File: src/rvConsts.svh
// RV32I core constants

`ifndef RV_CONSTS_SVH
`define RV_CONSTS_SVH

// ==========================================================================
// Datapath widths
// ==========================================================================

// Data and address width
`define XLEN 32

// Register index width and register count
`define REG_ADDR_W 5
`define NUM_REGS 32

// ==========================================================================
// Fixed encodings
// ==========================================================================

// addi x0, x0, 0
`define NOP_INST 32'h0000_0013

// First fetch address
`define RESET_PC 32'h0000_0000

`endif

File: src/rvPkg.sv
// RV32I pipeline types

`default_nettype none

`include "rvConsts.svh"

package rvPkg;

	// Field widths of the control bundle
	localparam int OPCODE_W = 5;
	localparam int ALU_OP_W = 4;
	localparam int FWD_SEL_W = 2;

	// Major opcode, bits [6:2] of the instruction
	typedef enum logic [OPCODE_W-1:0] {
		OpLoad   = 5'b00000,
		OpImm    = 5'b00100,
		OpStore  = 5'b01000,
		OpReg    = 5'b01100,
		OpBranch = 5'b11000,
		OpJalr   = 5'b11001,
		OpJal    = 5'b11011
	} opcodeT;

	// Encoded as {funct7[5], funct3}
	typedef enum logic [ALU_OP_W-1:0] {
		AluAdd = 4'b0000,
		AluSll = 4'b0001,
		AluSlt = 4'b0010,
		AluXor = 4'b0100,
		AluSrl = 4'b0101,
		AluOr  = 4'b0110,
		AluAnd = 4'b0111,
		AluSub = 4'b1000,
		AluSra = 4'b1101
	} aluOpT;

	typedef enum logic [FWD_SEL_W-1:0] {FwdNone, FwdMem, FwdWb} fwdSelT;

endpackage

`default_nettype wire

File: src/rvAlu.sv
// Execute stage ALU

`default_nettype none

`include "rvConsts.svh"

module rvAlu
	import rvPkg::*;
(
	input  wire logic [`XLEN-1:0]  inA,
	input  wire logic [`XLEN-1:0]  inB,
	input  wire aluOpT             op,
	output logic [`XLEN-1:0]       result
);

	localparam int SHAMT_W = $clog2(`XLEN);

	logic [SHAMT_W-1:0] shamt;
	logic lessThan;

	assign shamt = inB[SHAMT_W-1:0];
	assign lessThan = $signed(inA) < $signed(inB);

	always_comb begin
		case (op)
			AluAdd:  result = inA + inB;
			AluSub:  result = inA - inB;
			AluSll:  result = inA << shamt;
			AluSlt:  result = {{(`XLEN-1){1'b0}}, lessThan};
			AluXor:  result = inA ^ inB;
			AluSrl:  result = inA >> shamt;
			AluSra:  result = $signed(inA) >>> shamt; // Sign fill
			AluOr:   result = inA | inB;
			AluAnd:  result = inA & inB;
			default: result = '0;
		endcase
	end

endmodule

`default_nettype wire

File: src/rvCore.sv
// Five-stage RV32I pipeline

`default_nettype none

`include "rvConsts.svh"

module rvCore
	import rvPkg::*;
(
	input  wire logic                clk,
	input  wire logic                rst_n,
	output logic [`XLEN-3:0]         imemAddr,
	input  wire logic [`XLEN-1:0]    imemData,
	input  wire logic                imemStall,
	output logic                     dmemRead,
	output logic                     dmemWrite,
	output logic [`XLEN-3:0]         dmemAddr,
	output logic [`XLEN-1:0]         dmemWdata,
	input  wire logic [`XLEN-1:0]    dmemRdata,
	input  wire logic                dmemStall
);

	localparam logic [`XLEN-1:0] PC_STEP = 4;

	// ID stage
	logic [`XLEN-1:0] idPc, idInst, idImm, idRs1Data, idRs2Data, branchRs1, branchRs2;
	logic [`REG_ADDR_W-1:0] idRs1, idRs2, idRd;
	logic isJal, isJalr, isBeq, isBne;
	logic idMemRead, idMemWrite, idMemToReg, idAluSrc, idRegWrite;
	aluOpT idAluOp;
	logic memStall, hazardStall, flushIfId, branchTaken;

	// EX stage
	logic [`XLEN-1:0] exPc4, exRs1Data, exRs2Data, exImm, exOpA, exOpB, aluInB, aluResult;
	logic [`REG_ADDR_W-1:0] exRs1, exRs2, exRd;
	aluOpT exAluOp;
	logic exAluSrc, exMemRead, exMemWrite, exMemToReg, exRegWrite, exIsJump;
	fwdSelT fwdA, fwdB;

	// MEM and WB stages
	logic [`XLEN-1:0] memPc4, memAlu, memWdata, memResult, wbData;
	logic [`REG_ADDR_W-1:0] memRd, wbRd;
	logic memMemRead, memMemWrite, memMemToReg, memRegWrite, memIsJump, wbRegWrite;

	function automatic logic [`XLEN-1:0] pickOperand(input fwdSelT sel,
			input logic [`XLEN-1:0] regValue);
		case (sel)
			FwdMem:  pickOperand = memResult;
			FwdWb:   pickOperand = wbData;
			default: pickOperand = regValue;
		endcase
	endfunction

	assign memStall = imemStall || dmemStall; // Freezes every stage

	rvFetch fetch_inst (
		.clk(clk), .rst_n(rst_n), .memStall(memStall), .hazardStall(hazardStall),
		.flushIfId(flushIfId), .imemData(imemData), .isJal(isJal), .isJalr(isJalr),
		.isBeq(isBeq), .isBne(isBne), .immediate(idImm), .branchRs1(branchRs1),
		.branchRs2(branchRs2), .imemAddr(imemAddr), .idPc(idPc), .idInst(idInst),
		.branchTaken(branchTaken)
	);

	rvDecode decode_inst (
		.inst(idInst), .isJal(isJal), .isJalr(isJalr), .isBeq(isBeq), .isBne(isBne),
		.memRead(idMemRead), .memWrite(idMemWrite), .memToReg(idMemToReg),
		.aluSrc(idAluSrc), .regWrite(idRegWrite), .aluOp(idAluOp), .immediate(idImm),
		.rs1(idRs1), .rs2(idRs2), .rd(idRd)
	);

	rvRegFile regFile_inst (
		.clk(clk), .rst_n(rst_n), .rs1(idRs1), .rs2(idRs2), .wrAddr(wbRd),
		.wrData(wbData), .wrEn(wbRegWrite), .rs1Data(idRs1Data), .rs2Data(idRs2Data)
	);

	rvHazard hazard_inst (
		.idRs1(idRs1), .idRs2(idRs2), .idIsJalr(isJalr), .idIsBranch(isBeq || isBne),
		.branchTaken(branchTaken), .idIsJal(isJal), .idRs1Data(idRs1Data),
		.idRs2Data(idRs2Data), .exRd(exRd), .exMemRead(exMemRead), .exRegWrite(exRegWrite),
		.exRs1(exRs1), .exRs2(exRs2), .memRd(memRd), .memRegWrite(memRegWrite),
		.memResult(memResult), .wbRd(wbRd), .wbRegWrite(wbRegWrite), .wbData(wbData),
		.hazardStall(hazardStall), .flushIfId(flushIfId), .fwdA(fwdA), .fwdB(fwdB),
		.branchRs1(branchRs1), .branchRs2(branchRs2)
	);

	// ==========================================================================
	// ID/EX
	// ==========================================================================
	always_ff @(posedge clk) begin
		if (!rst_n) begin
			exMemRead <= 1'b0;
			exMemWrite <= 1'b0;
			exMemToReg <= 1'b0;
			exRegWrite <= 1'b0;
			exIsJump <= 1'b0;
		end else if (!memStall) begin // Bubble on hazard stall
			exMemRead <= idMemRead && !hazardStall;
			exMemWrite <= idMemWrite && !hazardStall;
			exMemToReg <= idMemToReg;
			exRegWrite <= idRegWrite && !hazardStall;
			exIsJump <= (isJal || isJalr) && !hazardStall;
		end
	end

	always_ff @(posedge clk) begin
		if (!memStall) begin
			exPc4 <= idPc + PC_STEP; // Link value
			exRs1Data <= idRs1Data;
			exRs2Data <= idRs2Data;
			exImm <= idImm;
			exRs1 <= idRs1;
			exRs2 <= idRs2;
			exRd <= idRd;
			exAluOp <= idAluOp;
			exAluSrc <= idAluSrc;
		end
	end

	// Execute
	assign exOpA = pickOperand(fwdA, exRs1Data);
	assign exOpB = pickOperand(fwdB, exRs2Data); // Also the store data
	assign aluInB = exAluSrc ? exImm : exOpB;

	rvAlu alu_inst (.inA(exOpA), .inB(aluInB), .op(exAluOp), .result(aluResult));

	// ==========================================================================
	// EX/MEM
	// ==========================================================================
	always_ff @(posedge clk) begin
		if (!rst_n) begin
			memMemRead <= 1'b0;
			memMemWrite <= 1'b0;
			memMemToReg <= 1'b0;
			memRegWrite <= 1'b0;
			memIsJump <= 1'b0;
		end else if (!memStall) begin
			memMemRead <= exMemRead;
			memMemWrite <= exMemWrite;
			memMemToReg <= exMemToReg;
			memRegWrite <= exRegWrite;
			memIsJump <= exIsJump;
		end
	end

	always_ff @(posedge clk) begin
		if (!memStall) begin
			memPc4 <= exPc4;
			memAlu <= aluResult;
			memWdata <= exOpB;
			memRd <= exRd;
		end
	end

	// Data port straight from EX/MEM
	assign dmemRead = memMemRead;
	assign dmemWrite = memMemWrite;
	assign dmemAddr = memAlu[`XLEN-1:2];
	assign dmemWdata = memWdata;

	// Write-back value, selected one stage early so MEM can forward it
	always_comb begin
		if (memIsJump) memResult = memPc4;
		else if (memMemToReg) memResult = dmemRdata;
		else memResult = memAlu;
	end

	// ==========================================================================
	// MEM/WB
	// ==========================================================================
	always_ff @(posedge clk) begin
		if (!rst_n) wbRegWrite <= 1'b0;
		else if (!memStall) wbRegWrite <= memRegWrite;
	end

	always_ff @(posedge clk) begin
		if (!memStall) begin
			wbRd <= memRd;
			wbData <= memResult;
		end
	end

	dmemStrobesExclusive: assert property (@(posedge clk) disable iff (!rst_n)
		!(dmemRead && dmemWrite));

endmodule

`default_nettype wire

File: src/rvDecode.sv
// Instruction decoder

`default_nettype none

`include "rvConsts.svh"

module rvDecode
	import rvPkg::*;
(
	input  wire logic [`XLEN-1:0]       inst,
	output logic                        isJal,
	output logic                        isJalr,
	output logic                        isBeq,
	output logic                        isBne,
	output logic                        memRead,
	output logic                        memWrite,
	output logic                        memToReg,
	output logic                        aluSrc,
	output logic                        regWrite,
	output aluOpT                       aluOp,
	output logic [`XLEN-1:0]            immediate,
	output logic [`REG_ADDR_W-1:0]      rs1,
	output logic [`REG_ADDR_W-1:0]      rs2,
	output logic [`REG_ADDR_W-1:0]      rd
);

	opcodeT opcode;
	logic [2:0] funct3;
	logic valid;
	logic [`XLEN-1:0] immI, immShamt, immS, immB, immJ;

	// funct7[5] only splits add/sub for register operands
	function automatic aluOpT aluSelect(input logic [2:0] f3, input logic f7b5,
			input logic isReg);
		case (f3)
			3'b000:  aluSelect = (isReg && f7b5) ? AluSub : AluAdd;
			3'b001:  aluSelect = AluSll;
			3'b010:  aluSelect = AluSlt;
			3'b100:  aluSelect = AluXor;
			3'b101:  aluSelect = f7b5 ? AluSra : AluSrl;
			3'b110:  aluSelect = AluOr;
			3'b111:  aluSelect = AluAnd;
			default: aluSelect = AluAdd;
		endcase
	endfunction

	assign opcode = opcodeT'(inst[6:2]);
	assign funct3 = inst[14:12];
	assign valid = inst[1:0] == 2'b11; // Compressed forms unsupported
	assign rs1 = inst[19:15];
	assign rs2 = inst[24:20];
	assign rd = inst[11:7];

	// Immediate formats
	assign immI = {{20{inst[31]}}, inst[31:20]};
	assign immShamt = {{(`XLEN-5){1'b0}}, inst[24:20]};
	assign immS = {{20{inst[31]}}, inst[31:25], inst[11:7]};
	assign immB = {{19{inst[31]}}, inst[31], inst[7], inst[30:25], inst[11:8], 1'b0};
	assign immJ = {{11{inst[31]}}, inst[31], inst[19:12], inst[20], inst[30:21], 1'b0};

	always_comb begin
		isJal = 1'b0;
		isJalr = 1'b0;
		isBeq = 1'b0;
		isBne = 1'b0;
		memRead = 1'b0;
		memWrite = 1'b0;
		memToReg = 1'b0;
		aluSrc = 1'b0;
		regWrite = 1'b0;
		aluOp = AluAdd; // Address and link paths all add
		immediate = '0;
		if (valid) begin
			case (opcode)
				OpReg: begin
					regWrite = 1'b1;
					aluOp = aluSelect(funct3, inst[30], 1'b1);
				end
				OpImm: begin
					regWrite = 1'b1;
					aluSrc = 1'b1;
					aluOp = aluSelect(funct3, inst[30], 1'b0);
					immediate = (funct3[1:0] == 2'b01) ? immShamt : immI;
				end
				OpLoad: begin
					memRead = 1'b1;
					memToReg = 1'b1;
					regWrite = 1'b1;
					aluSrc = 1'b1;
					immediate = immI;
				end
				OpStore: begin
					memWrite = 1'b1;
					aluSrc = 1'b1;
					immediate = immS;
				end
				OpBranch: begin
					isBeq = funct3 == 3'b000;
					isBne = funct3 == 3'b001;
					immediate = immB;
				end
				OpJal: begin
					isJal = 1'b1;
					regWrite = 1'b1;
					immediate = immJ;
				end
				OpJalr: begin
					isJalr = 1'b1;
					regWrite = 1'b1;
					immediate = immI;
				end
				default: ; // Unknown opcode stays inactive
			endcase
		end
	end

endmodule

`default_nettype wire

File: src/rvFetch.sv
// Fetch stage and IF/ID register

`default_nettype none

`include "rvConsts.svh"

module rvFetch
	import rvPkg::*;
(
	input  wire logic                clk,
	input  wire logic                rst_n,
	input  wire logic                memStall,
	input  wire logic                hazardStall,
	input  wire logic                flushIfId,
	input  wire logic [`XLEN-1:0]    imemData,
	input  wire logic                isJal,
	input  wire logic                isJalr,
	input  wire logic                isBeq,
	input  wire logic                isBne,
	input  wire logic [`XLEN-1:0]    immediate,
	input  wire logic [`XLEN-1:0]    branchRs1,
	input  wire logic [`XLEN-1:0]    branchRs2,
	output logic [`XLEN-3:0]         imemAddr,
	output logic [`XLEN-1:0]         idPc,
	output logic [`XLEN-1:0]         idInst,
	output logic                     branchTaken
);

	localparam logic [`XLEN-1:0] PC_STEP = 4;

	logic [`XLEN-1:0] pc, pcNext, jalrTarget, idTarget;
	logic holdAll;

	assign holdAll = memStall || hazardStall;
	assign imemAddr = pc[`XLEN-1:2]; // Word address

	// Predicted not taken, resolved in ID
	assign branchTaken = (isBeq && branchRs1 == branchRs2) || (isBne && branchRs1 != branchRs2);
	assign jalrTarget = (branchRs1 + immediate) & {{(`XLEN-1){1'b1}}, 1'b0};
	assign idTarget = idPc + immediate;

	always_comb begin
		if (holdAll) pcNext = pc;
		else if (isJalr) pcNext = jalrTarget;
		else if (isJal || branchTaken) pcNext = idTarget;
		else pcNext = pc + PC_STEP;
	end

	always_ff @(posedge clk) begin
		if (!rst_n) pc <= `RESET_PC;
		else pc <= pcNext;
	end

	// IF/ID
	always_ff @(posedge clk) begin
		if (!rst_n) idInst <= `NOP_INST;
		else if (!holdAll) idInst <= flushIfId ? `NOP_INST : imemData;
	end

	always_ff @(posedge clk) begin
		if (!holdAll) idPc <= pc;
	end

	// Jump and branch targets stay word aligned
	pcAligned: assert property (@(posedge clk) disable iff (!rst_n)
		pc[1:0] == 2'b00);

endmodule

`default_nettype wire

File: src/rvHazard.sv
// Forwarding and interlock unit

`default_nettype none

`include "rvConsts.svh"

module rvHazard
	import rvPkg::*;
(
	input  wire logic [`REG_ADDR_W-1:0]  idRs1,
	input  wire logic [`REG_ADDR_W-1:0]  idRs2,
	input  wire logic                    idIsJalr,
	input  wire logic                    idIsBranch,
	input  wire logic                    branchTaken,
	input  wire logic                    idIsJal,
	input  wire logic [`XLEN-1:0]        idRs1Data,
	input  wire logic [`XLEN-1:0]        idRs2Data,
	input  wire logic [`REG_ADDR_W-1:0]  exRd,
	input  wire logic                    exMemRead,
	input  wire logic                    exRegWrite,
	input  wire logic [`REG_ADDR_W-1:0]  exRs1,
	input  wire logic [`REG_ADDR_W-1:0]  exRs2,
	input  wire logic [`REG_ADDR_W-1:0]  memRd,
	input  wire logic                    memRegWrite,
	input  wire logic [`XLEN-1:0]        memResult,
	input  wire logic [`REG_ADDR_W-1:0]  wbRd,
	input  wire logic                    wbRegWrite,
	input  wire logic [`XLEN-1:0]        wbData,
	output logic                         hazardStall,
	output logic                         flushIfId,
	output fwdSelT                       fwdA,
	output fwdSelT                       fwdB,
	output logic [`XLEN-1:0]             branchRs1,
	output logic [`XLEN-1:0]             branchRs2
);

	logic memLive, wbLive;
	logic exHit1, exHit2;
	logic loadUse, jalrUse, branchUse;

	// MEM wins over WB
	function automatic fwdSelT exSelect(input logic [`REG_ADDR_W-1:0] src);
		if (memLive && memRd == src) exSelect = FwdMem;
		else if (wbLive && wbRd == src) exSelect = FwdWb;
		else exSelect = FwdNone;
	endfunction

	function automatic logic [`XLEN-1:0] idOperand(input logic [`REG_ADDR_W-1:0] src,
			input logic [`XLEN-1:0] regValue);
		if (memLive && memRd == src) idOperand = memResult;
		else if (wbLive && wbRd == src) idOperand = wbData;
		else idOperand = regValue;
	endfunction

	assign memLive = memRegWrite && memRd != '0;
	assign wbLive = wbRegWrite && wbRd != '0;

	// ==========================================================================
	// EX operand selects and ID compare operands
	// ==========================================================================
	assign fwdA = exSelect(exRs1);
	assign fwdB = exSelect(exRs2);
	assign branchRs1 = idOperand(idRs1, idRs1Data);
	assign branchRs2 = idOperand(idRs2, idRs2Data);

	// ==========================================================================
	// Interlocks against the instruction in EX
	// ==========================================================================
	// jal carries immediate bits in the rs fields
	assign exHit1 = exRegWrite && exRd != '0 && exRd == idRs1 && !idIsJal;
	assign exHit2 = exRegWrite && exRd != '0 && exRd == idRs2 && !idIsJal;

	assign loadUse = exMemRead && (exHit1 || exHit2);
	assign jalrUse = idIsJalr && exHit1; // Base not yet computed
	assign branchUse = idIsBranch && (exHit1 || exHit2);

	assign hazardStall = loadUse || jalrUse || branchUse;

	// Jumps and branches flush once their own interlock clears
	assign flushIfId = idIsJal || (idIsJalr && !jalrUse && !loadUse)
		|| (branchTaken && !branchUse);

	stallFlushExclusive: assert final (!(hazardStall && flushIfId))
		else $error("hazard stall and IF/ID flush raised together");

endmodule

`default_nettype wire

File: src/rvRegFile.sv
// Integer register file

`default_nettype none

`include "rvConsts.svh"

module rvRegFile (
	input  wire logic                    clk,
	input  wire logic                    rst_n,
	input  wire logic [`REG_ADDR_W-1:0]  rs1,
	input  wire logic [`REG_ADDR_W-1:0]  rs2,
	input  wire logic [`REG_ADDR_W-1:0]  wrAddr,
	input  wire logic [`XLEN-1:0]        wrData,
	input  wire logic                    wrEn,
	output logic [`XLEN-1:0]             rs1Data,
	output logic [`XLEN-1:0]             rs2Data
);

	logic [`XLEN-1:0] regs [`NUM_REGS];
	logic wrLive;

	assign wrLive = wrEn && wrAddr != '0; // x0 is never written

	// Same-cycle write-back is visible to the ID read
	assign rs1Data = (rs1 == '0) ? '0 : (wrLive && wrAddr == rs1) ? wrData : regs[rs1];
	assign rs2Data = (rs2 == '0) ? '0 : (wrLive && wrAddr == rs2) ? wrData : regs[rs2];

	always_ff @(posedge clk) begin
		if (!rst_n) begin
			for (int i = 0; i < `NUM_REGS; i++) begin
				regs[i] <= '0;
			end
		end else if (wrLive) begin
			regs[wrAddr] <= wrData;
		end
	end

endmodule

`default_nettype wire
File: config.mk
export PLATFORM = sky130hd
export DESIGN_NAME = rvCore
export DESIGN_NICKNAME = d
export VERILOG_FILES = /design/src/rvPkg.sv /design/src/rvAlu.sv /design/src/rvCore.sv /design/src/rvDecode.sv /design/src/rvFetch.sv /design/src/rvHazard.sv /design/src/rvRegFile.sv
export VERILOG_INCLUDE_DIRS = /design/src
export SDC_FILE = /design/constraint.sdc
export NUM_CORES = 2
export LEC_CHECK = 0
export ABC_CLOCK_PERIOD_IN_PS = 13100
export BUFFER_PORTS_ARGS = -buffer_cell sky130_fd_sc_hd__buf_2
export CORE_ASPECT_RATIO = 0.9
export CORE_MARGIN = 3
export CORE_UTILIZATION = 40
export DETAILED_ROUTE_END_ITERATION = 8
export GPL_TIMING_DRIVEN = 1
export HOLD_SLACK_MARGIN = 0.06
export SYNTH_ARGS = -nofsm -noshare
export SYNTH_HDL_FRONTEND = slang
export SYNTH_SLANG_ARGS = --single-unit
File: constraint.sdc
create_clock -name clk -period 13.1 [get_ports clk]
set_input_delay 1.31 -clock clk [delete_from_list [all_inputs] [get_ports clk]]
set_output_delay 1.31 -clock clk [all_outputs]
set_load 0.005 [all_outputs]
# Yosys cells after proc, flatten, opt, wreduce, memory -nomap -nowiden
# Memories as Yosys holds them, arrays and structs flattened. A register that Yosys moved wholly into a read port is not among the register bits.
# Index checks and enable logic that the tools add are counted.
dict set report totals {
  mem_count 1
  ram_bits 1024
  romBits 0
  latchBits 0
  inputBits 68
  reg_bits 393
}
# name depth width rd rd_clocked_by_memory_dff write_ports line_no
set mem_list {}
lappend mem_list {regFile_inst.regs 32 32 2 2 32 rvRegFile.sv:19} ;# logic [`XLEN-1:0] regs [`NUM_REGS];
dict set report op_classes {
  div_mod_pow 0
  n_mux 55
  reduce_logical 55
  n_lt_le_gt_ge 1
  shift 3
  mul 0
  bitwise 3
  eq_ne 38
  n_addsub 6
}
# op count
set op_table {}
lappend op_table {{32-bit 2-to-1 mux} 17}
lappend op_table {{32-bit one-hot mux with 9 select lines} 1}
lappend op_table {{32-bit one-hot mux with 5 select lines} 1}
lappend op_table {{32-bit one-hot mux with 2 select lines} 2}
lappend op_table {{32-bit adder} 3}
lappend op_table {{32-bit by 3-bit adder with 32-bit output, second input constant} 2}
lappend op_table {{5-bit equality test} 10}
lappend op_table {{32-bit bitwise AND} 1}
lappend op_table {{32-bit equality test} 1}
lappend op_table {{32-bit less-than comparator} 1}
lappend op_table {{32-bit inequality test} 1}
lappend op_table {{32-bit OR} 1}
lappend op_table {{32-bit OR reduction} 1}
lappend op_table {{32-bit by 5-bit << shifter with 32-bit output} 1}
lappend op_table {{32-bit by 5-bit >> shifter with 32-bit output} 1}
lappend op_table {{32-bit by 5-bit >>> shifter with 32-bit output} 1}
lappend op_table {{32-bit subtractor} 1}
lappend op_table {{32-bit bitwise XOR} 1}
lappend op_table {{4-bit one-hot mux with 7 select lines} 1}
lappend op_table {{1-bit logical AND} 27}
lappend op_table {{5-bit 2-to-1 mux} 5}
lappend op_table {{4-bit one-hot mux with 6 select lines} 1}
lappend op_table {{1-bit 2-to-1 mux} 20}
lappend op_table {{4-bit by 3-bit equality test with 1-bit output, second input constant} 4}
lappend op_table {{23 further kinds} 56}

# Logic depth before layout (Yosys ltp)
dict set report depth {
  ltp_word 15
  ltp_mapped 29
  ltp_nobuf 22
}

# Cells and area by module
# Synthesis repeated with hierarchy kept, for this count alone.
dict set report hier_totals {
  hier_cells 7387
  area_unflattened_um2 88277.2
}
# mod n_inst cells_per_inst area_each_um2
set by_module_without_submodules {}
lappend by_module_without_submodules {rvRegFile 1 3859 55413.1}
lappend by_module_without_submodules {rvCore 1 859 13006.2}
lappend by_module_without_submodules {rvAlu 1 1291 8748.4}
lappend by_module_without_submodules {rvFetch 1 950 7928.9}
lappend by_module_without_submodules {rvHazard 1 310 2427.3}
lappend by_module_without_submodules {rvDecode 1 118 753.2}

# Worst setup path before layout
# Ideal clock, no wire load.
dict set report synth_path {
  path_type {in2reg}
  startpoint {in dmemStall}
  endpoint {reg fetch_inst.pc[7]}
  arrival_ns 11.418
  t_required_ns 13.013
  setup_time_ns 0.087
  path_stages 8
  n_path_buf 1
  path_slack_ns 1.595
  path_cell_list {or2_2 > clkinv_1 > nand3_1 > clkinv_1 > nor2_1 > dlygate4sd3_1 > a22oi_1 > o31ai_1}
}
dict set report synth_between {
  elab_chain_len 2
}
# element line_no
set synth_lines {}
lappend synth_lines {{from (decl)} rvCore.sv:20} ;# input wire logic dmemStall
lappend synth_lines {{1-bit logical OR} rvCore.sv:54} ;# assign memStall = imemStall || dmemStall;
lappend synth_lines {{1-bit logical OR} rvFetch.sv:34} ;# assign holdAll = memStall || hazardStall;
lappend synth_lines {{to (signal assigned)} rvFetch.sv:50} ;# if (!rst_n) pc <= `RESET_PC;
lappend synth_lines {{to (signal assigned)} rvFetch.sv:51} ;# else pc <= pcNext;
lappend synth_lines {{to (decl)} rvFetch.sv:31} ;# logic [`XLEN-1:0] pc, pcNext, jalrTarget, idTarget;
# No other way between the ends.
# A chain may end at the register's enable or synchronous reset.

# Final worst setup path
dict set report layout_path {
  startpoint {reg wbRd[3]}
  endpoint {reg memAlu[30], data pin}
}
dict set report layout_between {
  elab_chain_len 10
  word_cells_on_any_way 26
  cone_classes {add/sub: 2; eq/ne: 6; shift: 3; mux: 8; bitwise: 3; reduce/logical: 4}
}
# element line_no
set layout_lines {}
lappend layout_lines {{from (decl)} rvCore.sv:42} ;# logic [`REG_ADDR_W-1:0] memRd, wbRd;
lappend layout_lines {{from (signal assigned)} rvCore.sv:177} ;# wbRd <= memRd;
lappend layout_lines {{5-bit nonzero test} rvHazard.sv:56} ;# assign wbLive = wbRegWrite && wbRd != '0;
lappend layout_lines {{1-bit logical AND} rvHazard.sv:56}
lappend layout_lines {{1-bit logical AND *} rvHazard.sv:44} ;# else if (wbLive && wbRd == src) exSelect = FwdWb;
lappend layout_lines {{2-bit 2-to-1 mux *} rvHazard.sv:44}
lappend layout_lines {{2-bit 2-to-1 mux *} rvHazard.sv:43} ;# if (memLive && memRd == src) exSelect = FwdMem;
lappend layout_lines {{2-bit equality test or 2-bit by 1-bit equality test with 1-bit output (tied branches)} rvCore.sv:47} ;# case (sel)
lappend layout_lines {{32-bit one-hot mux with 2 select lines *} rvCore.sv:47}
lappend layout_lines {{via exOpB[4]} rvCore.sv:34} ;# logic [`XLEN-1:0] exPc4, exRs1Data, exRs2Data, exImm, exOpA, exOpB, aluInB, aluResult;
lappend layout_lines {{32-bit 2-to-1 mux *} rvCore.sv:122} ;# assign aluInB = exAluSrc ? exImm : exOpB;
lappend layout_lines {{32-bit subtractor, or another cell as far along} rvAlu.sv:27} ;# AluSub: result = inA - inB;
lappend layout_lines {{32-bit one-hot mux with 9 select lines *} rvAlu.sv:25} ;# case (op)
lappend layout_lines {{via aluResult[30]} rvCore.sv:34}
lappend layout_lines {{to (signal assigned)} rvCore.sv:148} ;# memAlu <= aluResult;
lappend layout_lines {{to (decl)} rvCore.sv:41} ;# logic [`XLEN-1:0] memPc4, memAlu, memWdata, memResult, wbData;
# Mark *: on every way through the listed nets, which the timed path passes. The rest lies on a longest branch.

==> flow_metrics.py <==
metrics = {
    "timing": {
        "fin_skew_ns": 0.0533,
        "tightest_slew_ns": 1.30,
        "finalSetupViolations": 0,
        "max-slew-margin-rel_pct": 12.7,
        "timing.fmax_ghz": 0.117,
        "period_needed_ns": 8.55,
        "rsz0062_at_grt": "false",
        "hold_viol": 0,
        "worst_slack_ns": 4.55,
        "slew_viol_final": 0,
        "setup-tns-final_ns": 0,
        "period_share_pct": 65.3,
    },
    "clock_network": {
        "clock-sinks": 1416,
        "numCtsBuffers": 156,
        "hold_buffers": 0,
        "ctsResizeCount": 0,
        "cts_root_buffer": "clkbuf_16",
        "cts_tree": "done",
        "clk_latency_ns": 0.84,
        "ctsHtreeMaxLevel": 4,
        "clk_path_buf_depth": 3,
        "path_clk_slew_ns": 0.06,
        "post_cts_buffers": 0,
    },
    "synthesis": {
        "synth_area_per_cell_sq_um": 11.6,
        "synthXorXnorAreaFrac_pct": 2.28,
        "synth-edff-count": 1331,
        "synth-simple-area-share_pct": 14.4,
        "async_flop_share_pct": 0,
        "yosysUniqueCellTypes": 116,
        "ys_seq_area_share_pct": 48.6,
        "synth_top_family_by_area": "multiplexers",
        "ys_warn_count": 0,
        "ys_seq_elements": 1416,
        "synth.cell_area_sq_um": 85700,
        "synthFlopType": "edfxtp_1",
        "synth_compound_area_share_pct": 11.8,
        "netlist_instances": 7375,
        "synth_adder_area_share_pct": 2.43,
        "synthMuxAreaShare_pct": 15.7,
    },
    "routing": {
        "ant_nets": 0,
        "routed_wl_mm": 368,
        "via_per_inst": 6.64,
        "firstDrtPassIters": 6,
        "drc_errors": 0,
        "num_vias": 68037,
        "wl_per_cell_um": 35.9,
        "drt-initial-drc-count": 12290,
    },
    "placed_design": {
        "gp_congestion": 0.994,
        "port-buffer-count": 161,
        "dp_slack_ns": 4.81,
        "hpwl_mm": 242,
        "dp.cells": 9937,
    },
    "layout": {
        "area_delta_synth_final_pct": 10.2,
        "finalNonFillerCells": 10254,
        "multiInputGateArea_sq_um": 40800,
        "seqCellArea_sq_um": 41700,
        "fillers": 19520,
        "nNetsFinal": 7492,
        "layout-drive-gt1-share_pct": 15.6,
    },
    "floorplanning": {
        "ios": 162,
        "die_area_sq_um": 220000,
        "core_sq_um": 212000,
        "die_h_um": 445,
        "start_util_pct": 40.4,
        "fp.dieW_um": 494,
        "std_cell_rows": 160,
    },
    "setup_path": {
        "cpPeakStageDelay_ns": 0.92,
        "path_class": "reg -> reg",
        "crit_chain": "or3_1 -> o31a_1 -> nand4_1 -> nor2_1 -> buf_4 -> a221o_1 -> mux2i_4 -> buf_4 -> inv_1 -> buf_4 -> ha_1 -> or3_1 -> a21o_1 -> a41o_1 -> a31oi_1 -> o21ai_0 -> a2111oi_0 -> a211o_1 -> nor3_1 -> nor3_1 -> nor4_1 -> a2111oi_0 -> a31oi_1",
        "critPathCaptureType": "flip-flop",
        "required_ns": 13.63,
        "arrival_ns": 9.08,
        "crit_family": "compound AO/OA/AOI/OAI gates",
        "cp_max_fo": 31,
        "path_common_cell": "buf_4",
        "crit_slowest_cell": "a2111oi_0",
        "crit_path_start_kind": "flip-flop",
        "cp_num_buf_inv": 4,
    },
    "worst_hold_path": {
        "hold_class": "reg -> reg",
    },
    "status": {
        "status": "completed",
    },
    "grt": {
        "antenna_found_initial": 37,
        "grt-ovfl-total": 0,
        "grtUsageTotal_pct": 32.5,
        "grt_pass1_wl_mm": 505,
        "grt_max_degree": 120,
        "grt_pass1_vias": 63378,
    },
    "pwr": {
        "power_density_nw_per_um2": 123,
        "cellLeakagePower_nw": 33.6,
        "vdd_drop_max_v": 0.000107,
    },
    "run": {
        "maxCapViolCount": 0,
    },
}
## worst register-to-register path: stages, from the launching register on
cell and delay (ns):
edfxtp_1 0.56, or3_1 0.86, o31a_1 0.43, nand4_1 0.32, nor2_1 0.08, buf_4 0.21, a221o_1 0.41, mux2i_4 0.15
buf_4 0.41, inv_1 0.55, buf_4 0.41, ha_1 0.26, or3_1 0.41, a21o_1 0.20, a41o_1 0.26, a31oi_1 0.30
o21ai_0 0.25, a2111oi_0 0.92, a211o_1 0.27, nor3_1 0.06, nor3_1 0.31, nor4_1 0.08, a2111oi_0 0.40, a31oi_1 0.15
## power breakdown
group          switching, mW  internal [mW]
clock                   1.96           2.50
combinational           1.32          0.606
sequential             0.149           5.13
## stage by stage
stage                     area, sq um  utilization [%]  total power [mW]  hold WS [ns]
final                           94400             44.5              11.7         0.418
after global routing            94400             44.5              11.9         0.423
after CTS                       94300             44.5              11.6         0.419
after detailed placement        89300             42.1              7.20         0.405
after global placement          89300             42.1              7.19         0.403
after floorplan                 85800                -              6.44         0.400
## Yosys cell counts (all sizes together), types with 26 or more instances
library cell / instances / area, sq um
inv: 183 / 687
o22ai: 106 / 663
mux2: 42 / 473
o21ai: 232 / 1190
mux4: 314 / 7110
dfxtp: 85 / 1700
a31oi: 43 / 269
a21o: 58 / 435
nand4: 55 / 344
o221a: 34 / 383
or3: 32 / 201
a21oi: 317 / 1600
mux2i: 586 / 5870
o21bai: 26 / 195
edfxtp: 1331 / 40000
nand3: 160 / 806
nor3: 133 / 671
o31ai: 26 / 238
ha: 160 / 2000
a211oi: 84 / 651
a22oi: 218 / 1640
o211ai: 29 / 228
xor2: 65 / 569
buf: 299 / 1910
nor2: 341 / 1300
xnor2: 158 / 1380
nand2: 380 / 1430
nand2b: 27 / 169
clkbuf: 392 / 1470
and2: 958 / 5990
a22o: 67 / 587
and3: 56 / 353
o221ai: 35 / 307
nor2b: 38 / 238
o21a: 35 / 264
## worst paths after layout
| kind | cells after the start | slack, ns | end | start |
|---|---|---|---|---|
| max | 23 | 4.55 | memAlu[30]$_DFFE_PN_ | wbRd[3]$_DFFE_PN_ |
| min | 0 | 0.42 | memPc4[5]$_DFFE_PN_ | exPc4[5]$_DFFE_PN_ |
| max reg2reg | 23 | 4.55 | memAlu[30]$_DFFE_PN_ | wbRd[3]$_DFFE_PN_ |
| min reg2reg | 0 | 0.42 | memPc4[5]$_DFFE_PN_ | exPc4[5]$_DFFE_PN_ |
## cell usage in the layout (no fill, tap or decap), types with 31 or more instances in the layout
cell / Yosys / layout
buf_4: 103 / 226
a31oi_1: 43 / 43
o21ai_4: 2 / 33
a21o_1: 58 / 58
clkinv_1: 5 / 37
nor2b_1: 38 / 33
o221a_2: 34 / 34
nand2_1: 379 / 379
mux4_2: 305 / 305
mux2_2: 42 / 42
nor3_1: 132 / 129
xnor2_1: 158 / 158
a21oi_1: 314 / 314
inv_1: 182 / 180
ha_1: 160 / 160
xor2_1: 65 / 65
o21ai_0: 221 / 190
and2_1: 957 / 955
clkbuf_1: 392 / 40
o22ai_1: 106 / 106
nand4_1: 55 / 55
conb_1: 1 / 32
edfxtp_1: 1331 / 1331
nand3_1: 159 / 159
nor2_1: 336 / 301
a22oi_1: 217 / 217
a22o_1: 67 / 67
buf_2: 118 / 160
o221ai_1: 35 / 35
a211oi_1: 80 / 80
or3_1: 31 / 31
clkbuf_16: 0 / 163
mux2i_1: 586 / 585
and3_1: 54 / 54
dfxtp_1: 85 / 73
o21a_1: 34 / 34
nor2_4: 2 / 37
## routing by layer
layer  share of wire (%)  wire [um]  vias to the layer above  global-route usage [%]
li1                    -          -                    27494                       -
met1                  40     147000                    34134                    46.7
met2                  41     150000                     5498                    44.7
met3                  14      52000                      905                    9.76
met4                 5.1      18900                        6                    14.6
met5               0.010         37                        -                       0
## logic make-up (layout without fill, tap and decap cells)
group           after synthesis  after routing
xor+xnor                    223            223
other cells                   1             60
buf+inv                     882            867
compound gates             1467           1467
fa+ha+maj                   164            164
flops                      1416           1416
mux                         942            942
simple gates               2280           2280
## area by class of cell
cell class	instances	area share [%]
repair buffers	390	2.73
diodes	28	0.0742
well taps	2835	3.76
multi-input cells	5108	43.2
inverters	188	0.757
flip-flops and latches	1416	44.2
clock inverters	85	0.844
clock buffers	204	4.49
## state kept, by name, summed over array words and instances (netlist names), 21 cells and up, named ones only
name               flops
regFile_inst.regs   1024
fetch_inst.pc         32
memPc4                32
exImm                 21
exRs1Data             32
exRs2Data             32
fetch_inst.idInst     32
exPc4                 32
dmemWdata             32
fetch_inst.idPc       32
wbData                32
memAlu                32
(Power assumes the default switching activity.)
